$ cat config.mk
export PLATFORM = sky130hd
export DESIGN_NAME = nonceDispatch
export DESIGN_NICKNAME = d
export VERILOG_FILES = /design/src/hw/minerPkg.sv /design/src/hw/nonceDispatch.sv
export SDC_FILE = /design/constraint.sdc
export NUM_CORES = 1
export LEC_CHECK = 0
export BUFFER_PORTS_ARGS = -buffer_cell sky130_fd_sc_hd__buf_2
export CAP_MARGIN = 20
export CORE_AREA = 2 2 500 502
export DETAILED_ROUTE_END_ITERATION = 10
export DIE_AREA = 0 0 502 504
export REMOVE_ABC_BUFFERS = 1
export SYNTH_ARGS = -nofsm -noshare
export SYNTH_HDL_FRONTEND = slang
export SYNTH_SLANG_ARGS = --single-unit
$ cat constraint.sdc
create_clock -name clock -period 0.8 [get_ports clock]
set_input_delay 0.16 -clock clock [delete_from_list [all_inputs] [get_ports clock]]
set_output_delay 0.16 -clock clock [all_outputs]
set_load 0.02 [all_outputs]
$ cat src/hw/minerPkg.sv
package minerPkg;

    // Named Bitcoin fields, first wire byte in the top bits
    typedef struct packed {
        logic [31:0]  version;
        logic [255:0] prevHash;
        logic [255:0] merkleRoot;
        logic [31:0]  timeStamp;
        logic [31:0]  targetBits;
        // Nonce bytes exactly as received
        logic [31:0]  nonceField;
    } headerFields_t;

    // Same 80 bytes seen as big-endian SHA-256 message words
    typedef union packed {
        headerFields_t     fields;
        logic [0:19][31:0] words;
    } blockHeader_u;

    typedef struct packed {
        blockHeader_u header;
        logic         run;
    } miningJob_t;

    // Per-try report of one lane
    typedef struct packed {
        logic        done;
        logic        found;
        logic [31:0] nonce;
    } laneResult_t;

    // Round constants
    localparam logic [0:63][31:0] sha256K = {
        32'h428a2f98, 32'h71374491, 32'hb5c0fbcf, 32'he9b5dba5,
        32'h3956c25b, 32'h59f111f1, 32'h923f82a4, 32'hab1c5ed5,
        32'hd807aa98, 32'h12835b01, 32'h243185be, 32'h550c7dc3,
        32'h72be5d74, 32'h80deb1fe, 32'h9bdc06a7, 32'hc19bf174,
        32'he49b69c1, 32'hefbe4786, 32'h0fc19dc6, 32'h240ca1cc,
        32'h2de92c6f, 32'h4a7484aa, 32'h5cb0a9dc, 32'h76f988da,
        32'h983e5152, 32'ha831c66d, 32'hb00327c8, 32'hbf597fc7,
        32'hc6e00bf3, 32'hd5a79147, 32'h06ca6351, 32'h14292967,
        32'h27b70a85, 32'h2e1b2138, 32'h4d2c6dfc, 32'h53380d13,
        32'h650a7354, 32'h766a0abb, 32'h81c2c92e, 32'h92722c85,
        32'ha2bfe8a1, 32'ha81a664b, 32'hc24b8b70, 32'hc76c51a3,
        32'hd192e819, 32'hd6990624, 32'hf40e3585, 32'h106aa070,
        32'h19a4c116, 32'h1e376c08, 32'h2748774c, 32'h34b0bcb5,
        32'h391c0cb3, 32'h4ed8aa4a, 32'h5b9cca4f, 32'h682e6ff3,
        32'h748f82ee, 32'h78a5636f, 32'h84c87814, 32'h8cc70208,
        32'h90befffa, 32'ha4506ceb, 32'hbef9a3f7, 32'hc67178f2
    };

    // Initial hash value H0..H7
    localparam logic [0:7][31:0] sha256Init = {
        32'h6a09e667, 32'hbb67ae85, 32'h3c6ef372, 32'ha54ff53a,
        32'h510e527f, 32'h9b05688c, 32'h1f83d9ab, 32'h5be0cd19
    };

endpackage

$ cat src/hw/nonceDispatch.sv
`timescale 1ns/100ps

module nonceDispatch #(
    parameter int numLanes = 4
) (
    input  logic                   clock,
    input  logic                   rst,
    input  minerPkg::blockHeader_u header,
    input  logic                   headerReady,
    input  logic                   stopPulse,
    output minerPkg::miningJob_t   job,
    output logic [numLanes-1:0]    laneStart,
    output logic                   busy
);
    import minerPkg::*;

    blockHeader_u jobHeader;
    logic         runBit;

    always_ff @(posedge clock) begin
        if (rst) begin
            runBit    <= 1'b0;
            busy      <= 1'b0;
            laneStart <= '0;
        end else begin
            // One start flop per lane, all fire together
            laneStart <= {numLanes{headerReady}};
            if (headerReady) begin
                runBit <= 1'b1;
                busy   <= 1'b1;
            end else if (stopPulse) begin
                // Halt seen by every lane in the same cycle
                runBit <= 1'b0;
                busy   <= 1'b0;
            end
        end
    end

    always_ff @(posedge clock) begin
        if (headerReady) begin
            jobHeader <= header;
        end
    end

    always_comb begin
        job.header = jobHeader;
        job.run    = runBit;
    end

endmodule

Word level (Yosys, flattened, before mapping)
Cells that the tools add are included.

Mux-type cells: 2. Reductions and logical operators: 1.

Operator list (number): two-way mux 1 bit (2); nonzero test 2 bit (1).

Output and inout port bits: 646. Register bits after elaboration: 642. Bits of input ports: 644. Logic and storage cells: 6.

Depth between registers and ports, before layout
Word-level depth: 2. Gate-level depth with buffers: 2. Gate-level depth less buffers: 2.

Worst setup path after synthesis
Ideal clock, no wire load.

Path kind: reg2out. Start point: register laneStart[0] (netlist name). End point: output port laneStart[1]. Setup slack: 0.000 ns. Data required time: 0.640 ns. Data arrival time: 0.640 ns. Path buffers: 1. Cell stages (with the launch flop): 2. Cells stage by stage: dfxtp_1 > buf_4.

RTL lines: end, declared (line nonceDispatch.sv:12) `output logic [numLanes-1:0] laneStart,`.

No word-level cell between the ends.

==> impl_metrics.json <==
{
  "cp-startpoint": "runBit",
  "arrival_ns": 1.39,
  "min_path_type": "primary input to flip-flop",
  "p_clk_share_pct": 42.4,
  "postSynth.asyncResetShare_pct": 0,
  "intPower_mw": 74.9,
  "yosys-top-cells-area": "edfxtp_1 (100%), dfxtp_1 (0.21%), buf_4 (0.16%)",
  "detail_route.wl_per_cell_um": 33.3,
  "synth-xor-area-share_pct": 0,
  "root_buffer": "clkbuf_16",
  "grtUsageTotal_pct": 15.7,
  "instances_no_fill": 6171,
  "synth-simple-area-share_pct": 0.0518,
  "drv_slew": 0,
  "setup_slack_ns": -0.753,
  "clock_latency_ns": 0.71,
  "min_period_ns": 1.55,
  "ys.flop_type": "edfxtp_1",
  "drtAntennaViolNets": 0,
  "startpoint_type": "flip-flop",
  "hp-start": "headerReady",
  "finalSetupTns_ns": -404.45,
  "tightest_slew_ns": 0.510,
  "vias_per_cell": 2.71,
  "violations": "negative hold slack, negative setup slack",
  "fin_skew_ns": 0,
  "switching_share_pct": 29.3,
  "die-area_sq_um": 253000,
  "status": "complete, but fails checks",
  "seq_area_frac_synth_pct": 99.7,
  "antenna_found_initial": 195,
  "cts_buffer_depth": 3,
  "final_nets": 3360,
  "syn_to_final_growth_pct": 132,
  "rows": 183,
  "synthMuxAreaShare_pct": 0,
  "cp_max_fo": 3,
  "hold_depth": 2,
  "finalCritPeriodShare_pct": 194,
  "yosys-top-cells-count": "edfxtp_1 (640), buf_4 (4), dfxtp_1 (2)",
  "grt.overflow.total": 0,
  "synth_area_per_cell_sq_um": 29.7,
  "port_buffers": 1289,
  "crit_chain": "buf_6, buf_12",
  "yosys.area.top_type_share_pct": 99.5,
  "synth_top_area_cell": "edfxtp_1",
  "vias": 16700,
  "core-area_sq_um": 248000,
  "slew_headroom_pct": 66.0,
  "rsz0062_at_grt": "yes",
  "hold_path_end": "jobHeader[562]",
  "syn_area_sq_um": 19300,
  "synth_compound_area_share_pct": 0.0454,
  "crit_type": "flip-flop to primary output",
  "grt_pass1_wl_um": 248000,
  "p_switching_mw": 31.0,
  "wl_um": 205000,
  "dp_hpwl_um": 183000,
  "combPwrFrac_pct": 18.5,
  "max_freq_ghz": 0.644,
  "ioPinCount": 1290,
  "max_cap_viol_count": 0,
  "r2r-start": "runBit",
  "r2r_end": "runBit",
  "dpl.cell_count": 5306,
  "vdd_drop_max_mv": 1.70,
  "dr.first_iter.drc_count": 1143,
  "initial_utilization_pct": 7.80,
  "worstPathRequired_ns": 0.64,
  "place_worst_setup_slack_ns": -0.403,
  "hold_viol_final": 7,
  "p_leak_nw": 17.4,
  "synth_edf_count": 640,
  "cts_inserted_buffers": 93,
  "cts_tree": "built",
  "gp_congestion": 0.993,
  "seqPwrFrac_pct": 39.2,
  "whs_ns": -0.0591,
  "r2r_cells": 3,
  "clock_sinks": 642,
  "drive_gt1_share_pct": 53.2,
  "synth_top_family_by_area": "buffers and inverters",
  "postSynthCellCount": 650,
  "synth_fa_ha_area_share_pct": 0,
  "synth_cell_type_count": 7,
  "p_per_area_nw_per_um2": 2370,
  "grt_max_degree": 73,
  "route.detailed.drc": 0,
  "crit_slowest_cell": "dfxtp_4",
  "dr.pass1.iters": 5,
  "endpoint_kind": "primary output",
  "synth.most_common_cell": "edfxtp_1",
  "die_h_um": 504,
  "cts.clk_slew.worst_paths_ns": 0.06,
  "slowest_delay_ns": 0.42,
  "setup_viol": 663,
  "synth_warnings": 0,
  "rrSetupSlack_ns": 0,
  "ys_seq_elements": 642,
  "grt_pass1_vias": 18200,
  "cts_max_level": 3,
  "power.total_mw": 106,
  "die-width_um": 502
}
[cell families after synthesis]
logic type / count (synthesis)
AOI/OAI and AO/OA: 1
buffers and inverters: 5
DFF: 642
and+or+nand+nor: 2
[worst max-delay path: cells and delay by family (launching register included)]
family / cells / cell delay [ns]
DFF: 1 / 0.42
buffers and inverters: 2 / 0.24
[worst max-delay path by stage]
| stage | to | slack, ns | cells after the start |
|---|---|---|---|
| 3_3_place_gp | jobHeader[404] | -0.37 | 3 |
| 2_1_floorplan | laneStart[0] | -0.14 | 0 |
| 4_1_cts | busy | -0.89 | 2 |
| 5_1_grt | busy | -0.85 | 2 |
| 6_report | busy | -0.75 | 2 |
| 3_5_place_dp | jobHeader[404] | -0.40 | 3 |
[placed cells by master (no fill, tap or decap), drive strengths merged]
cell type and count:
dfxtp 2, inv 15, bufinv 14, clkinvlp 8, diode 48, edfxtp 640
nand2b 1, clkinv 33, dlygate4sd3 645, a21oi 1, clkbuf 104, nor2 1
buf 1329
[timing repair]
action / in CTS / in global routing
resized for setup: 1059 / 72
hold buffers: 644 / 3
endpoints found under the hold margin: 681 / 14
buffers inserted: 0 / 1
endpoints found under the setup margin: 646 / 675
[layer usage]
metal  vias to the layer above  wire, um  part of all wire [%]  track usage [%]
met5                         -       312                  0.15                0
met4                        46      5030                   2.4             2.88
met3                       416     44700                    22             15.5
met1                      8024     67100                    33             15.0
met2                      1345     88200                    43             24.3
li1                       6912         -                     -                -
[sequential cells by signal (all words and copies together) (netlist names)]
name	flops
laneStart	1
runBit	1
jobHeader	640
[metrics by stage]
step | util (%) | area, sq um
after floorplan | - | 19300
after global placement | 12.7 | 31500
after detailed placement | 12.7 | 31500
after CTS | 17.9 | 44400
after global routing | 18.1 | 44700
final | 18.1 | 44800
[area by class of cell]
| cell class | instances | area [sq um] |
|---|---|---|
| fillers | 26700 | 203000 |
| flip-flops and latches | 642 | 19300 |
| repair buffers | 1975 | 18000 |
| well taps | 3330 | 4170 |
| clock buffers | 103 | 2390 |
| clock inverters | 69 | 821 |
| diodes | 48 | 120 |
| multi-input cells | 3 | 18.8 |
| inverters | 1 | 3.75 |
[power by group through the flow]
stage | sequential, mW | combinational, mW | clock, mW
2_1_floorplan | 44.9 | 0.00709 | 0
3_3_place_gp | 41.5 | 14.0 | 0
3_5_place_dp | 41.5 | 14.0 | 0
4_1_cts | 41.5 | 20.0 | 46.8
5_1_grt | 41.7 | 20.8 | 47.6
6_report | 41.5 | 19.6 | 44.9
Note: power is estimated with default switching activity, not from simulation.
