--- config.mk ---
export PLATFORM = sky130hd
export DESIGN_NAME = headerLoader
export DESIGN_NICKNAME = d
export VERILOG_FILES = /design/src/hw/minerPkg.sv /design/src/hw/headerLoader.sv
export SDC_FILE = /design/constraint.sdc
export NUM_CORES = 1
export LEC_CHECK = 0
export CORE_MARGIN = 5
export CORE_UTILIZATION = 50
export DETAILED_ROUTE_END_ITERATION = 8
export DONT_BUFFER_PORTS = 1
export GPL_TIMING_DRIVEN = 1
export PLACE_DENSITY_LB_ADDON = 0.3
export SLEW_MARGIN = 20
export SYNTH_ARGS = -nofsm -noshare
export SYNTH_HDL_FRONTEND = slang
export SYNTH_SLANG_ARGS = --single-unit
--- constraint.sdc ---
create_clock -name clock -period 69.4 [get_ports clock]
set_clock_uncertainty 0.1 [all_clocks]
set_input_delay 17.35 -clock clock [delete_from_list [all_inputs] [get_ports clock]]
set_output_delay 17.35 -clock clock [all_outputs]
set_load 0.05 [all_outputs]
--- src/hw/minerPkg.sv ---
package minerPkg;

    // Named Bitcoin fields, first wire byte in the top bits
    typedef struct packed {
        logic [31:0]  version;
        logic [255:0] prevHash;
        logic [255:0] merkleRoot;
        logic [31:0]  timeStamp;
        logic [31:0]  targetBits;
        // Nonce bytes exactly as received
        logic [31:0]  nonceField;
    } headerFields_t;

    // Same 80 bytes seen as big-endian SHA-256 message words
    typedef union packed {
        headerFields_t     fields;
        logic [0:19][31:0] words;
    } blockHeader_u;

    typedef struct packed {
        blockHeader_u header;
        logic         run;
    } miningJob_t;

    // Per-try report of one lane
    typedef struct packed {
        logic        done;
        logic        found;
        logic [31:0] nonce;
    } laneResult_t;

    // Round constants
    localparam logic [0:63][31:0] sha256K = {
        32'h428a2f98, 32'h71374491, 32'hb5c0fbcf, 32'he9b5dba5,
        32'h3956c25b, 32'h59f111f1, 32'h923f82a4, 32'hab1c5ed5,
        32'hd807aa98, 32'h12835b01, 32'h243185be, 32'h550c7dc3,
        32'h72be5d74, 32'h80deb1fe, 32'h9bdc06a7, 32'hc19bf174,
        32'he49b69c1, 32'hefbe4786, 32'h0fc19dc6, 32'h240ca1cc,
        32'h2de92c6f, 32'h4a7484aa, 32'h5cb0a9dc, 32'h76f988da,
        32'h983e5152, 32'ha831c66d, 32'hb00327c8, 32'hbf597fc7,
        32'hc6e00bf3, 32'hd5a79147, 32'h06ca6351, 32'h14292967,
        32'h27b70a85, 32'h2e1b2138, 32'h4d2c6dfc, 32'h53380d13,
        32'h650a7354, 32'h766a0abb, 32'h81c2c92e, 32'h92722c85,
        32'ha2bfe8a1, 32'ha81a664b, 32'hc24b8b70, 32'hc76c51a3,
        32'hd192e819, 32'hd6990624, 32'hf40e3585, 32'h106aa070,
        32'h19a4c116, 32'h1e376c08, 32'h2748774c, 32'h34b0bcb5,
        32'h391c0cb3, 32'h4ed8aa4a, 32'h5b9cca4f, 32'h682e6ff3,
        32'h748f82ee, 32'h78a5636f, 32'h84c87814, 32'h8cc70208,
        32'h90befffa, 32'ha4506ceb, 32'hbef9a3f7, 32'hc67178f2
    };

    // Initial hash value H0..H7
    localparam logic [0:7][31:0] sha256Init = {
        32'h6a09e667, 32'hbb67ae85, 32'h3c6ef372, 32'ha54ff53a,
        32'h510e527f, 32'h9b05688c, 32'h1f83d9ab, 32'h5be0cd19
    };

endpackage

--- src/hw/headerLoader.sv ---
`timescale 1ns/100ps

module headerLoader (
    input  logic                   clock,
    input  logic                   rst,
    input  logic                   rxValid,
    input  logic [7:0]             rxByte,
    output minerPkg::blockHeader_u header,
    output logic                   headerReady,
    output logic [31:0]            byteCount
);

    // Slot of the next byte, 0 to 79
    logic [6:0]   byteIndex;
    // Header in progress, oldest byte on top
    logic [639:0] shiftBytes;
    logic         lastByte;

    assign lastByte = rxValid && (byteIndex == 7'd79);

    always_ff @(posedge clock) begin
        if (rst) begin
            byteIndex   <= '0;
            byteCount   <= '0;
            headerReady <= 1'b0;
        end else begin
            headerReady <= lastByte;
            if (rxValid) begin
                // Free-running total of every byte seen
                byteCount <= byteCount + 32'd1;
                byteIndex <= lastByte ? 7'd0 : byteIndex + 7'd1;
            end
        end
    end

    always_ff @(posedge clock) begin
        if (rxValid) begin
            shiftBytes <= {shiftBytes[631:0], rxByte};
        end
        // Published copy only changes on a full header
        if (lastByte) begin
            header <= {shiftBytes[631:0], rxByte};
        end
    end

endmodule

-- Word level (Yosys, flattened, before mapping)
Index checks and enable logic that the tools add are counted.
W data, S select, Z words.
- add/sub/neg operators: 2
- equality and inequality tests: 1
- muxes and demuxes: 1
- reductions and logical operators: 1
- operators by type and width (kind ; number):
    $add A32 B1 Y32 const B ; 1
    $add A7 B1 Y7 const B ; 1
    $eq A7 B7 Y1 const B ; 1
    $mux W7 ; 1
    $logic_and A1 B1 Y1 ; 1
- register bits after elaboration: 1312
- bits of input ports: 11
- output and inout port bits: 673
- logic and storage cells: 10

-- Depth between registers and ports, before layout
- depth after elaboration: 3
- mapped depth: 7
- depth with buffers taken out: 5

-- Worst setup path before layout
OpenSTA, ideal clock, no wires.
- kind: input-to-reg
- start: input rxValid
- end: register byteIndex[0]
- setup time: 0.172 ns
- arrival time: 64.720 ns
- required time: 69.128 ns
- path slack: 4.408 ns
- stages: 5
- path through: clkbuf_1 nand4_1 nor3_1 or3b_2 a21oi_1
- cells in the longest elaborated chain, start to end: 2
- RTL lines (item ; line ; text):
    start, declared ; headerLoader.sv:6 ; input logic rxValid,
    $logic_and A1 B1 Y1 ; headerLoader.sv:19 ; assign lastByte = rxValid && (byteIndex == 7'd79);
    via lastByte ; headerLoader.sv:17 ; logic lastByte;
    $mux W7 ; headerLoader.sv:31 ; byteIndex <= lastByte ? 7'd0 : byteIndex + 7'd1;
    end signal, assigned ; headerLoader.sv:31 ;
    end, declared ; headerLoader.sv:14 ; logic [6:0] byteIndex;
The timed path passes the listed nets, and every way through them passes these cells.
A chain may end at the register's enable or synchronous reset.

-- Worst setup path after layout
- start: input rxValid
- end: register header[622] (netlist name), enable pin
- cells in the longest elaborated chain, start to end: 1
- RTL lines (item ; line ; text):
    $logic_and A1 B1 Y1 ; headerLoader.sv:19 ;
    via lastByte ; headerLoader.sv:17 ;
    end signal, assigned ; headerLoader.sv:42 ; header <= {shiftBytes[631:0], rxByte};
    end, declared ; headerLoader.sv:8 ; output minerPkg::blockHeader_u header,
The timed path passes the listed nets, and every way through them passes these cells.

==> summary.md <==
| Metric | Value |
|---|---|
| Outcome | `finished, violations left` |
| Failing checks | `max-slew violations` |
| Area leader, netlist | `edfxtp_1` |
| RSZ-0062 raised after global routing | `false` |
| Ys flop type | `edfxtp_1` |
| Vias in the first global route | `14631` |
| DRC violations left | `0` |
| CP cell instances | `nand4_1, nor3_2, buf_4, buf_6, buf_4, buf_4` |
| Seq/Total Area, Yosys | `97.4%` |
| Post-cts resize count | `0` |
| Drt first pass iters | `5` |
| Critical Path Fanout Max | `644` |
| Max-Cap Viols | `0` |
| Critical R2R Capture | `header[622]$_DFFE_PN_` |
| Kind of critical path | `in2reg` |
| Async SR Flop Fraction | `0%` |
| Setup crit start | `rxValid` |
| Initial DRC count | `1335` |
| # Post-CTS Setup Buffers | `0` |
| DR vias | `14469` |
| Post-Synthesis Cells | `1481` |
| Final Critical Period | `21690 ps` |
| Net Sw Frac | `18.5%` |
| Antenna violations before repair | `1` |
| Distinct cells, synth | `31` |
| Number of synthesized flops with an enable pin | `1272` |
| Final core utilization | `57.2%` |
| Via-to-Cell Ratio | `5.28` |
| Fmax | `0.0461 GHz` |
| Final period util | `31.2%` |
| Count leader, synth | `edfxtp_1` |
| DP HPWL | `45300 um` |
| Total grt overflow | `0` |
| Flop2flop setup slack | `64570 ps` |
| CP peak stage delay | `930 ps` |
| Core area | `79100 um^2` |
| Final worst slack | `47710 ps` |
| IO Port Bufs | `0` |
| Crit end category | `flop` |
| Die ar. | `85800 um^2` |
| I/O pin total | `684` |
| Fill count | `5542` |
| Share of Yosys cell area claimed by the top area cell type | `95.4%` |
| Seq pwr share | `58.6%` |
| Worst-Skew Late Latency | `660 ps` |
| Rows | `103` |
| Power Total | `0.00155 W` |
| Most frequent cell on the critical path | `buf_4` |
| CTS Hold Buffers Added | `0` |
| Root Buffer Master | `clkbuf_16` |
| Clock Power Share | `41.4%` |
| NetSw | `0.000286 W` |
| Slew @ Worst Pin | `3650 ps` |
| WL final | `74500 um` |
| Peak VDD IR | `0.0241 mV` |
| Cells on worst reg2reg path | `7` |
| Clock transition at the registers of the reported paths | `70 ps` |
| Avg WL per Cell | `27.2 um` |
| Die Wd | `293 um` |
| Sequential Area | `39000 um^2` |
| Comb pwr share | `0%` |
| Clock Path Buffers | `3` |
| Max-slew violations | `533` |
| Top cells by count, synth | `edfxtp_1, dfxtp_1, a21oi_1, nor2_1, nand2_1` |
| FF+latch count, synth | `1312` |
| Antenna Cells | `0` |
| H-tree Lvls | `3` |
| Worst EP required | `69580 ps` |
| Die Y | `293 um` |
| First-pass GRT wire length | `104000 um` |
| Largest net degree at the start of global routing | `645` |
| Mapped cell area | `40000 um^2` |
| Num CTS Buffers | `118` |
| Final ANT Viol Nets | `0` |
| CTS tree | `yes` |
| Max-slew headroom | `-144%` |
| Worst Path Arrival | `21860 ps` |
| Setup TNS | `0 ps` |
| Multi-input gate area | `958 um^2` |
| CTS Sinks | `1312` |
| Area growth, synth to finish | `13.0%` |
| Gp weighted congestion | `0.783` |
| Setup WS pre-CTS | `47320 ps` |
| CP max stage cell | `buf_4` |
| Final Hold Vio Count | `0` |
| Main area contributors after synthesis | `edfxtp_1, dfxtp_1, a21oi_1` |
| Starting Density | `50.6%` |
| Tot GR Track Use | `16.4%` |
| Setup-failing EPs final | `0` |
| HP Class | `reg2reg` |
| Leakage power | `14.4 nW` |
| PwrDens | `34.2 nW/um^2` |
| Crit path launch type | `input port` |
| Worst r2r src | `byteIndex[0]$_SDFFE_PP0P_` |
| Syn Nets | `1494` |
| Syn_area_per_cell | `27.0 um^2` |
| Layout cells sized above 1 | `10.9%` |
| Net count reported at finish | `1610` |
| YS warnings | `0` |
| Worst Setup EP | `header[622]$_DFFE_PN_` |
| Power Internal | `0.00126 W` |
through the flow:
step | std cells | area (um^2) | hold WS [ps]
2_1_floorplan | 1481 | 40000 | 300
3_3_place_gp | 2526 | 41300 | 303
3_5_place_dp | 2526 | 41300 | 311
4_1_cts | 2741 | 45200 | 326
5_1_grt | 2742 | 45200 | 337
6_report | 2742 | 45200 | 329
state kept, by name (all words and copies together), names as in the netlist:
signal       count
byteCount       32
headerReady      1
header         640
byteIndex        7
shiftBytes     632
worst min path at each step:
stage / cells after the start / slack [ps] / end / from
after floorplan: 0 / 300 / header[632]$_DFFE_PN_ / shiftBytes[624]$_DFFE_PP_
after global placement: 0 / 300 / header[635]$_DFFE_PN_ / shiftBytes[627]$_DFFE_PP_
after detailed placement: 0 / 310 / header[633]$_DFFE_PN_ / shiftBytes[625]$_DFFE_PP_
after CTS: 0 / 330 / header[635]$_DFFE_PN_ / shiftBytes[627]$_DFFE_PP_
after global routing: 0 / 340 / header[633]$_DFFE_PN_ / shiftBytes[625]$_DFFE_PP_
final: 0 / 330 / shiftBytes[323]$_DFFE_PP_ / shiftBytes[315]$_DFFE_PP_
power by group through the flow:
stage                     Clock [W]  Combinational (W)  Sequential (W)
after global routing       0.000696        0.000000618        0.000908
after global placement            0        0.000000493        0.000921
after CTS                  0.000656        0.000000569        0.000906
after floorplan                   0        0.000000826        0.000916
final                      0.000641        0.000000563        0.000908
after detailed placement          0        0.000000560        0.000922
kinds of logic (layout without fill, tap and decap cells):
kind of cell / count (synthesis) / count (layout) / share of synthesized area, %
adders and majority gates: 2 / 2 / 0.0625
and+or+nand+nor: 90 / 90 / 1.31
DFF: 1312 / 1312 / 97.4
xor gates and xnor gates: 14 / 14 / 0.306
muxes: 3 / 3 / 0.0782
AOI/OAI and AO/OA: 44 / 44 / 0.625
buffers and inverters: 16 / 227 / 0.172
area by class of cell:
| cell class | instances | share of cell area [%] |
|---|---|---|
| clock inverter | 75 | 1.79 |
| tap | 1050 | 2.90 |
| timing repair buffer | 8 | 0.196 |
| inverter | 4 | 0.0332 |
| sequential | 1312 | 86.2 |
| clock buffer | 140 | 6.76 |
| multi-input combinational | 153 | 2.12 |
metal layers:
| layer | global-route usage, % | share of wire [%] |
|---|---|---|
| met1 | 18.4 | 35 |
| met2 | 27.7 | 51 |
| met3 | 9.03 | 12 |
| met4 | 4.16 | 2.1 |
| met5 | 0 | 0 |
critical path: cells and delay by family:
kind / cells / cell delay (ps)
simple gates: 2 / 710
buf+inv: 4 / 3080
cells in the final DEF (no fill, tap or decap), drive strengths merged:
master	count
bufinv	14
nor4	2
nand4	11
and4	6
or3b	1
clkinvlp	7
nor2b	2
nand3	8
dfxtp	40
edfxtp	1272
clkinv	51
buf	8
nand2b	3
clkbuf	140
and3	4
o21ai	10
a21oi	22
nor3	4
or4	13
inv	7
nor2	15
ha	2
mux2i	2
nand2	13
o31ai	12
xor2	8
xnor2	6
mux2	1
or3	8
(Power assumes the default switching activity.)
