## src/hw/minerPkg.sv

```systemverilog
package minerPkg;

    // Named Bitcoin fields, first wire byte in the top bits
    typedef struct packed {
        logic [31:0]  version;
        logic [255:0] prevHash;
        logic [255:0] merkleRoot;
        logic [31:0]  timeStamp;
        logic [31:0]  targetBits;
        // Nonce bytes exactly as received
        logic [31:0]  nonceField;
    } headerFields_t;

    // Same 80 bytes seen as big-endian SHA-256 message words
    typedef union packed {
        headerFields_t     fields;
        logic [0:19][31:0] words;
    } blockHeader_u;

    typedef struct packed {
        blockHeader_u header;
        logic         run;
    } miningJob_t;

    // Per-try report of one lane
    typedef struct packed {
        logic        done;
        logic        found;
        logic [31:0] nonce;
    } laneResult_t;

    // Round constants
    localparam logic [0:63][31:0] sha256K = {
        32'h428a2f98, 32'h71374491, 32'hb5c0fbcf, 32'he9b5dba5,
        32'h3956c25b, 32'h59f111f1, 32'h923f82a4, 32'hab1c5ed5,
        32'hd807aa98, 32'h12835b01, 32'h243185be, 32'h550c7dc3,
        32'h72be5d74, 32'h80deb1fe, 32'h9bdc06a7, 32'hc19bf174,
        32'he49b69c1, 32'hefbe4786, 32'h0fc19dc6, 32'h240ca1cc,
        32'h2de92c6f, 32'h4a7484aa, 32'h5cb0a9dc, 32'h76f988da,
        32'h983e5152, 32'ha831c66d, 32'hb00327c8, 32'hbf597fc7,
        32'hc6e00bf3, 32'hd5a79147, 32'h06ca6351, 32'h14292967,
        32'h27b70a85, 32'h2e1b2138, 32'h4d2c6dfc, 32'h53380d13,
        32'h650a7354, 32'h766a0abb, 32'h81c2c92e, 32'h92722c85,
        32'ha2bfe8a1, 32'ha81a664b, 32'hc24b8b70, 32'hc76c51a3,
        32'hd192e819, 32'hd6990624, 32'hf40e3585, 32'h106aa070,
        32'h19a4c116, 32'h1e376c08, 32'h2748774c, 32'h34b0bcb5,
        32'h391c0cb3, 32'h4ed8aa4a, 32'h5b9cca4f, 32'h682e6ff3,
        32'h748f82ee, 32'h78a5636f, 32'h84c87814, 32'h8cc70208,
        32'h90befffa, 32'ha4506ceb, 32'hbef9a3f7, 32'hc67178f2
    };

    // Initial hash value H0..H7
    localparam logic [0:7][31:0] sha256Init = {
        32'h6a09e667, 32'hbb67ae85, 32'h3c6ef372, 32'ha54ff53a,
        32'h510e527f, 32'h9b05688c, 32'h1f83d9ab, 32'h5be0cd19
    };

endpackage

```

## src/hw/resultCollector.sv

```systemverilog
`timescale 1ns/100ps

module resultCollector #(
    parameter int numLanes = 4
) (
    input  logic                                 clock,
    input  logic                                 rst,
    input  minerPkg::laneResult_t [numLanes-1:0] results,
    input  logic [numLanes-1:0][31:0]            digestHeads,
    input  logic                                 headerReady,
    input  minerPkg::blockHeader_u               header,
    input  logic [31:0]                          byteCount,
    input  logic [1:0]                           displaySelect,
    output logic                                 found,
    output logic [31:0]                          finalNonce,
    output logic                                 stopPulse,
    output logic [31:0]                          displayValue
);

    logic        anyWin;
    logic [31:0] winNonce;
    logic [31:0] winHead;
    logic [31:0] winDigestHead;
    logic [31:0] lastCount;
    logic        byteSeen;
    logic        takeWin;

    // Priority pick, lowest lane index wins
    always_comb begin
        anyWin   = 1'b0;
        winNonce = '0;
        winHead  = '0;
        for (int i = numLanes - 1; i >= 0; i--) begin
            if (results[i].done && results[i].found) begin
                anyWin   = 1'b1;
                winNonce = results[i].nonce;
                winHead  = digestHeads[i];
            end
        end
    end

    // Any byte except the completing one means a new header
    assign byteSeen = (byteCount != lastCount) && !headerReady;
    assign takeWin  = anyWin && !found && !headerReady && !byteSeen;

    always_ff @(posedge clock) begin
        if (rst) begin
            found        <= 1'b0;
            finalNonce   <= '0;
            stopPulse    <= 1'b0;
            lastCount    <= '0;
            displayValue <= '0;
        end else begin
            lastCount <= byteCount;
            stopPulse <= 1'b0;
            if (headerReady) begin
                found      <= 1'b0;
                finalNonce <= '0;
            end else if (byteSeen) begin
                // Abort the search for the old header
                found     <= 1'b0;
                stopPulse <= 1'b1;
            end else if (takeWin) begin
                found      <= 1'b1;
                finalNonce <= winNonce;
                stopPulse  <= 1'b1;
            end
            case (displaySelect)
                2'd0: displayValue <= finalNonce;
                2'd1: displayValue <= header.fields.version;
                2'd2: displayValue <= byteCount;
                default: displayValue <= winDigestHead;
            endcase
        end
    end

    always_ff @(posedge clock) begin
        if (takeWin) begin
            winDigestHead <= winHead;
        end
    end

endmodule

```

## config.mk

```make
export PLATFORM = sky130hd
export DESIGN_NAME = resultCollector
export DESIGN_NICKNAME = d
export VERILOG_FILES = /design/src/hw/minerPkg.sv /design/src/hw/resultCollector.sv
export SDC_FILE = /design/constraint.sdc
export NUM_CORES = 1
export LEC_CHECK = 0
export BUFFER_PORTS_ARGS = -buffer_cell sky130_fd_sc_hd__clkbuf_2
export CORE_AREA = 2 2 388 390
export CTS_CLUSTER_DIAMETER = 120
export CTS_CLUSTER_SIZE = 30
export DETAILED_ROUTE_END_ITERATION = 10
export DIE_AREA = 0 0 390 392
export SLEW_MARGIN = 20
export SYNTH_ARGS = -nofsm -noshare
export SYNTH_HDL_FRONTEND = slang
export SYNTH_SLANG_ARGS = --single-unit
```

## constraint.sdc

```tcl
create_clock -name clock -period 1.9 [get_ports clock]
set_clock_uncertainty 0.05 [all_clocks]
set_input_delay 0.285 -clock clock [delete_from_list [all_inputs] [get_ports clock]]
set_output_delay 0.285 -clock clock [all_outputs]
set_load 0.05 [all_outputs]
```

Yosys cells after proc, flatten, opt, wreduce, memory -nomap -nowiden. Index checks and enable logic that the tools add are counted.

Flip-flop bits (word level): 130. Bits of input ports: 941. Output and inout bits: 66. Word-level logic and storage cells: 40.

Equality and inequality tests: 3. Mux-type cells: 15. Bitwise logic cells: 1. Reduce and logical (&&, ||, !) cells: 15.

Operator list (number): 32-bit 2-to-1 mux (8); 32-bit one-hot mux with 3 select lines (1); 32-bit inequality test (1); 1-bit logical AND (8); 1-bit 2-to-1 mux (6); 1-bit logical NOT (3); 3-bit OR reduction (1); 2-bit by 1-bit equality test with 1-bit output, second input constant (1); 2-bit equality test, second input constant (1); 2-bit logical NOT (1); 2-bit AND reduction (1); 2-bit OR reduction (1); 1-bit NOT (1).

Depth between registers and ports, before layout. Gate-level depths: netlist (run 1).

Depth in word-level cells: 10. Mapped depth: 8. Mapped depth without buffers: 5.

Worst setup path before layout (run 1). No wires, ideal clock.

Path kind: in2reg. Start: in byteCount[4]. End: reg winDigestHead[0], enable pin. Setup time: 0.330 ns. Arrival: 1.595 ns. Required time: 1.520 ns. Setup slack: -0.075 ns. Stages: 6. Buffers on the path: 2. Path through: xnor2_1 -> nand4_1 -> nor4_4 -> and3_1 -> buf_2 -> buf_6.

Cells in the longest elaborated chain, start to end: 4.

Ends and longest elaborated chain: start: declaration (line resultCollector.sv:12) `input logic [31:0] byteCount,`; 32-bit inequality test (line resultCollector.sv:43) `assign byteSeen = (byteCount != lastCount) && !headerReady;`; 1-bit logical AND (line resultCollector.sv:43); 1-bit logical NOT (line resultCollector.sv:44) `assign takeWin = anyWin && !found && !headerReady && !byteSeen;`; 1-bit logical AND (line resultCollector.sv:44); via takeWin (line resultCollector.sv:26) `logic takeWin;`; end signal: assignment (line resultCollector.sv:79) `winDigestHead <= winHead;`; end: declaration (line resultCollector.sv:23) `logic [31:0] winDigestHead;`.

The timed path passes the listed nets, and every way through them passes these cells. A chain may end at the register's enable or synchronous reset.

Final worst setup path (run 1).
Start: reg lastCount[28]. End: reg winDigestHead[17], enable pin.

Cells in the longest elaborated chain, start to end: 4.

Ends and longest elaborated chain: start: declaration (line resultCollector.sv:24) `logic [31:0] lastCount;`; start signal: assignment (line resultCollector.sv:54) `lastCount <= byteCount;`; 32-bit inequality test (line resultCollector.sv:43); 1-bit logical AND (line resultCollector.sv:43); 1-bit logical NOT (line resultCollector.sv:44); 1-bit logical AND (line resultCollector.sv:44).

Every way passes these cells.

==> flow_summary.toml, run 1 <==
[detailed_routing]
ant_nets = 0
dr_total_vias = 7660
first_pass_iters = 5
routed_wl_mm = 63.92
dr.first_iter.drc_count = 348
via_per_inst = 2.477
remaining_drc_errors = 0
wl_per_cell_um = 20.67

[sta]
tightest_slew_ps = 689.7
hold_ws_ps = 43.80
relSlewSlack = 0.5402
min_period_ps = 2125
timing.final.ws_setup_ps = -225.1
hold_viol = 0
tns_ps = -11700
fmax_mhz = 470.6
rsz0062_at_grt = "true"
setup_violations = 65
layout_worst_path_cycle_share = 1.118
slew_viol_final = 0

[synth]
avgSynthCellArea_um2 = 10.43
syn_area_mm2 = 0.006759
syn-instance-count = 648
synth-simple-area-share = 0.1027
synth_xor_area_frac = 0.04147
syn_nets = 1589
synthAdderAreaFrac = 0
synth_cell_type_count = 27
synth_compound_area_frac = 0.2693
muxShareOfSynthArea = 0.1066
synth-seq-cells = 130
yosys_warnings = 0
synth_top_family_by_area = "compound AO/OA/AOI/OAI gates"
ys_seq_area_frac = 0.4324

[clock_network]
cts.reportedPaths.clkPinSlew_ps = 70
cts_tree = "yes"
cts-root-buf = "clkbuf_16"
ctsHtreeMaxLevel = 4
ctsHoldBuffers = 0
cts_buffer_depth = 2
worstSkewPairLatency_ps = 460
clock_sinks = 130
cts_made_buffers = 17

[finish]
final_cells = 3093
final_util = 0.08626
finalInstanceArea_mm2 = 0.01284
nets = 2053
synthToLayoutAreaGrowth_pct = 90.00
layout-drive-gt1-share = 0.5404

[critical_path]
critPathLaunchType = "flip-flop"
crit_fanout = 14
cp_data_arrival_time_ps = 2240
critPathRequiredTime_ps = 2020
cp-end-kind = "flip-flop"
worstSetupPathType = "reg2reg"

[placed_design]
hpwl_mm = 58.13
place_congestion = 0.8547
io_buffer_count = 398
dpl.cell_count = 3034
place_area_mm2 = 0.01191

[power]
powerDensity_mw_per_mm2 = 636.0
vdd_drop_max_mv = 0.5456
leakage_uw = 0.004735

[floorplanning]
io_pins = 1007
dieArea_mm2 = 0.1529
fp-row-count = 142
fp.dieH_um = 392
start_util = 0.04540
die_w_um = 390
core_mm2 = 0.1489

[status]
violations = "setup timing"
status = "finished, violations left"

[grt]
overflow = 0
grt_max_degree = 53
grt_first_pass_wirelength_mm = 79.49
grt_pass1_vias = 7817
antenna_found_initial = 75
grt_use_total = 0.08262

[run]
cap_violations = 0

[worst_hold_path]
hold_path_class = "in2reg"
-- kinds of logic (layout without fill, tap and decap cells) --
family,Yosys count,count (layout)
AO/OA/AOI/OAI,259,259
XOR/XNOR,32,32
flip-flops,130,130
buffers and inverters,72,549
other,0,24
AND/OR/NAND/NOR,123,123
multiplexers,32,32
-- worst paths after layout --
path / startpoint / to / slack [ps] / depth (start not counted)
min: byteCount[17] / lastCount[17] / 40 / 2
min reg2reg: finalNonce[31] / finalNonce[31] / 520 / 2
max: lastCount[28] / winDigestHead[17] / -230 / 7
max reg2reg: lastCount[28] / winDigestHead[17] / -230 / 7
-- layout by cell type, fill, tap and decap left out, types with 31 or more instances in the layout --
| cell | instances |
|---|---|
| a211oi_1 | 31 |
| a31oi_1 | 31 |
| nor2b_1 | 64 |
| nand2_1 | 37 |
| o21ai_0 | 95 |
| a221oi_1 | 32 |
| buf_4 | 98 |
| edfxtp_1 | 32 |
| mux4_2 | 32 |
| clkbuf_2 | 394 |
| dfxtp_1 | 95 |
| a221o_1 | 31 |
| a2bb2oi_1 | 32 |
-- registers in the layout, summed over array words and instances (netlist names) --
name	count
lastCount	32
found	1
displayValue	32
winDigestHead	32
stopPulse	1
finalNonce	32
-- stage by stage --
step,setup slack [ps],power (uW)
floorplan,30.65,3787
global placement,-735.7,4847
detailed placement,-783.8,4860
CTS,-267.0,8312
global route,-317.6,8527
finish,-225.1,8168
-- synthesized netlist by cell type --
| cell | number | area, um2 |
|---|---|---|
| or2_2 | 1 | 6.260 |
| dfxtp_1 | 98 | 1962 |
| buf_1 | 5 | 18.77 |
| nand2_1 | 39 | 146.4 |
| buf_2 | 13 | 65.06 |
| edfxtp_1 | 32 | 960.9 |
| a221o_1 | 31 | 310.3 |
| a22oi_1 | 1 | 7.510 |
| o21ai_0 | 95 | 475.5 |
| mux4_2 | 32 | 720.7 |
| buf_4 | 3 | 22.52 |
| o22ai_1 | 1 | 6.260 |
| nor2_2 | 1 | 6.260 |
| nor4_4 | 2 | 42.54 |
| a211oi_1 | 32 | 240.2 |
| and2_1 | 3 | 18.77 |
| buf_6 | 3 | 33.78 |
| o21a_1 | 1 | 7.510 |
| clkbuf_1 | 48 | 180.2 |
| a221oi_1 | 32 | 280.3 |
| nor2_1 | 3 | 11.26 |
| nor2b_1 | 65 | 406.6 |
| a31oi_1 | 34 | 212.7 |
| nand4_1 | 8 | 50.05 |
| a2bb2oi_1 | 32 | 280.3 |
| and3_1 | 1 | 6.260 |
| xnor2_1 | 32 | 280.3 |
-- metal layers --
metal,wire [um],global-route usage
met1,30880,0.1151
met2,23930,0.1114
met3,6808,0.03675
met4,2166,0.02569
met5,138,0
-- report_power, final --
| part | switching [uW] | internal, uW | total [uW] |
|---|---|---|---|
| logic | 997 | 842 | 1840 |
| registers | 32.6 | 2920 | 2950 |
| clock network | 1410 | 1960 | 3370 |
| total | 2440 | 5730 | 8170 |
-- cell type report --
cell class	count	area, um2
Fill cell	17410	136000
Multi-Input combinational cell	446	3677
Timing Repair Buffer	517	3151
Sequential cell	130	2927
Tap cell	1944	2432
Clock buffer	20	478.0
Clock inverter	12	117.6
Antenna cell	24	60.06
-- what timing repair did --
action / CTS / global route
gates cloned: 3 / 0
gates resized for setup: 27 / 13
setup buffers: 2 / 1
setup endpoints to repair: 68 / 68
pin swaps: 9 / 5
-- critical path, cell delays in order, from the launching register on --
cell and delay [ps]:
dfxtp_1 350, xnor2_4 260, nand4_1 180, nor4_4 330, buf_6 160, and3_4 180
buf_12 160, buf_4 160
Note: power is estimated with default switching activity, not from simulation.
==> run 2, diff against run 1 <==
--- a/config.mk
+++ b/config.mk
@@ -5,12 +5,13 @@
 export SDC_FILE = /design/constraint.sdc
 export NUM_CORES = 1
 export LEC_CHECK = 0
+export ABC_AREA = 1
 export BUFFER_PORTS_ARGS = -buffer_cell sky130_fd_sc_hd__clkbuf_2
-export CORE_AREA = 2 2 388 390
+export CORE_AREA = 2 2 394 396
 export CTS_CLUSTER_DIAMETER = 120
 export CTS_CLUSTER_SIZE = 30
 export DETAILED_ROUTE_END_ITERATION = 10
-export DIE_AREA = 0 0 390 392
+export DIE_AREA = 0 0 396 398
 export SLEW_MARGIN = 20
 export SYNTH_ARGS = -nofsm -noshare
 export SYNTH_HDL_FRONTEND = slang
==> flow_summary.toml, run 2 <==
[placed_design]
io_buffer_count = 398
place_congestion = 0.8815
hpwl_mm = 59.01

[grt]
grt_use_total = 0.08179
antenna_found_initial = 60
grt_max_degree = 63
grt_first_pass_wirelength_mm = 83.23
overflow = 0
grt_pass1_vias = 9187

[synth]
synth_top_cell_area_share = 0.2616
synth_edf_count = 32
synthFlopType = "dfxtp_1"
syn_area_mm2 = 0.007500
avgSynthCellArea_um2 = 6.619
ys_seq_area_frac = 0.3897
syn_nets = 2074
synth_common_cells = "nand2_1 (309), nor2_1 (140), inv_1 (126)"
yosysTopAreaCell = "dfxtp_1"
synth.most_common_cell = "nand2_1"
synth-seq-cells = 130
yosys-top-cells-area = "dfxtp_1 (26%), nand2_1 (15%), edfxtp_1 (13%)"
syn-instance-count = 1133
synth_cell_type_count = 24
yosys_warnings = 0
async_flop_share = 0

[detailed_routing]
via_per_inst = 2.587
routed_wl_mm = 65.31
dr_total_vias = 9464
remaining_drc_errors = 0
first_pass_iters = 6
ant_nets = 0
dr.first_iter.drc_count = 616
wl_per_cell_um = 17.85

[critical_path]
critPathLaunchType = "flip-flop"
cp_cell_sequence = "clkbuf_2"
cp_data_arrival_time_ps = 1540
worstRegToRegCells = 9
critPathRequiredTime_ps = 1560
r2r_start = "lastCount[6]"
worstSetupPathType = "reg2out"
critical_path.top_delay_family = "flip-flops"
timing.rr.end = "winDigestHead[10]"
critPathBufInv = 1
ff2ff_setup_slack_ps = 40
slowest_stage = "dfxtp_1"
cp-end-kind = "output pin"
critPathMaxStageDelay_ps = 570
cp.depth = 1
crit_fanout = 4

[sta]
rsz0062_at_grt = "true"
hold_viol = 0
tns_ps = 0
tightest_slew_ps = 584.9
relSlewSlack = 0.6117
layout_worst_path_cycle_share = 0.9878
fmax_mhz = 532.8
slew_viol_final = 0
setup_violations = 0
min_period_ps = 1877

[run]
cap_violations = 0

[worst_hold_path]
min_to = "winDigestHead[27]"
min_path_cells = 3
hold_path_class = "in2reg"
min_from = "digestHeads[27]"

[floorplanning]
die_w_um = 396
dieArea_mm2 = 0.1576
core_mm2 = 0.1533
fp.dieH_um = 398
fp-row-count = 144
start_util = 0.04891
io_pins = 1007

[clock_network]
worstSkewPairLatency_ps = 450
cts.reportedPaths.clkPinSlew_ps = 60
cts-root-buf = "clkbuf_16"
cts_made_buffers = 17
cts_setup_buffers = 0
cts_buffer_depth = 2
clock_sinks = 130
ctsHtreeMaxLevel = 4
cts_tree = "yes"

[finish]
final_common_cell = "clkbuf_2"
nets = 2530
layout_common_cells = "clkbuf_2 (397), nand2_1 (302), nor2_1 (129), inv_1 (123), dfxtp_1 (92)"
synthToLayoutAreaGrowth_pct = 82.08
layout-drive-gt1-share = 0.3683

[power]
power_uw = 8476
powerDensity_mw_per_mm2 = 620.7
vdd_drop_max_mv = 0.5733
leakage_uw = 0.005850

[status]
status = "finished, final reports clean"
run 2: cell types whose count changed in the layout (fill, tap and decap cells not counted), moves of 32 or more:
cell and change:
a21oi_1 +62, nor2_1 +127, nor2b_1 -64, inv_1 +123, nand3_1 +44, mux4_2 -32
o211ai_1 +43, nand2_1 +265, a221oi_1 -32, a2bb2oi_1 -32
run 2: cells by family after synthesis:
logic type	after synthesis	synth area share
XOR/XNOR	21	0.02453
AO/OA/AOI/OAI	240	0.1934
flip-flops	130	0.3897
AND/OR/NAND/NOR	523	0.2798
buffers and inverters	219	0.1126
run 2: through the flow:
stage	instances	instance area, um2	util	worst slack (ps)	hold WS, ps
finish	3658	13660	0.08906	23.20	57.76
global route	3651	13640	0.08895	-64.39	60.67
CTS	3644	13500	0.08807	16.76	22.40
detailed placement	3610	12840	0.08375	-300.0	435.8
global placement	3610	12840	0.08375	-294.2	421.6
floorplan	1133	7511	-	18.67	350.7
run 2: metal layers:
metal	up-vias	wire (um)	GRT usage
met5	-	115	0
met2	546	25180	0.1147
li1	4631	-	-
met1	4167	31310	0.1136
met4	20	1544	0.02105
met3	100	7150	0.03387
run 2: timing repair:
| item | 4_1_cts | 5_1_grt |
|---|---|---|
| resized for setup | 0 | 30 |
| setup endpoints to repair | 0 | 50 |
| endpoints found under the hold margin | 2 | 0 |
| hold buffers | 2 | 0 |
run 2: layout make-up:
class / instances / area (um2)
Sequential cell: 130 / 2933
Multi-Input combinational cell: 784 / 3807
Inverter: 140 / 529.3
Fill cell: 18040 / 139700
Clock buffer: 19 / 432.9
Clock inverter: 13 / 209.0
Timing Repair Buffer: 516 / 3157
Tap cell: 2044 / 2557
Antenna cell: 12 / 30.03
run 2: how the worst max path moves through the flow:
stage | slack [ps] | from | end
4_1_cts | 20 | finalNonce[8] | finalNonce[8]
2_1_floorplan | 20 | byteCount[0] | winDigestHead[0]
6_report | 20 | finalNonce[11] | finalNonce[11]
5_1_grt | -60 | lastCount[6] | winDigestHead[23]
3_5_place_dp | -300 | results[101] | winDigestHead[28]
3_3_place_gp | -290 | results[101] | winDigestHead[28]
run 2: report_power, final:
part	leakage, uW	internal (uW)	switching [uW]
Clock	0.000305	2330	1390
Sequential	0.00111	2920	30.2
Combinational	0.00443	714	1090
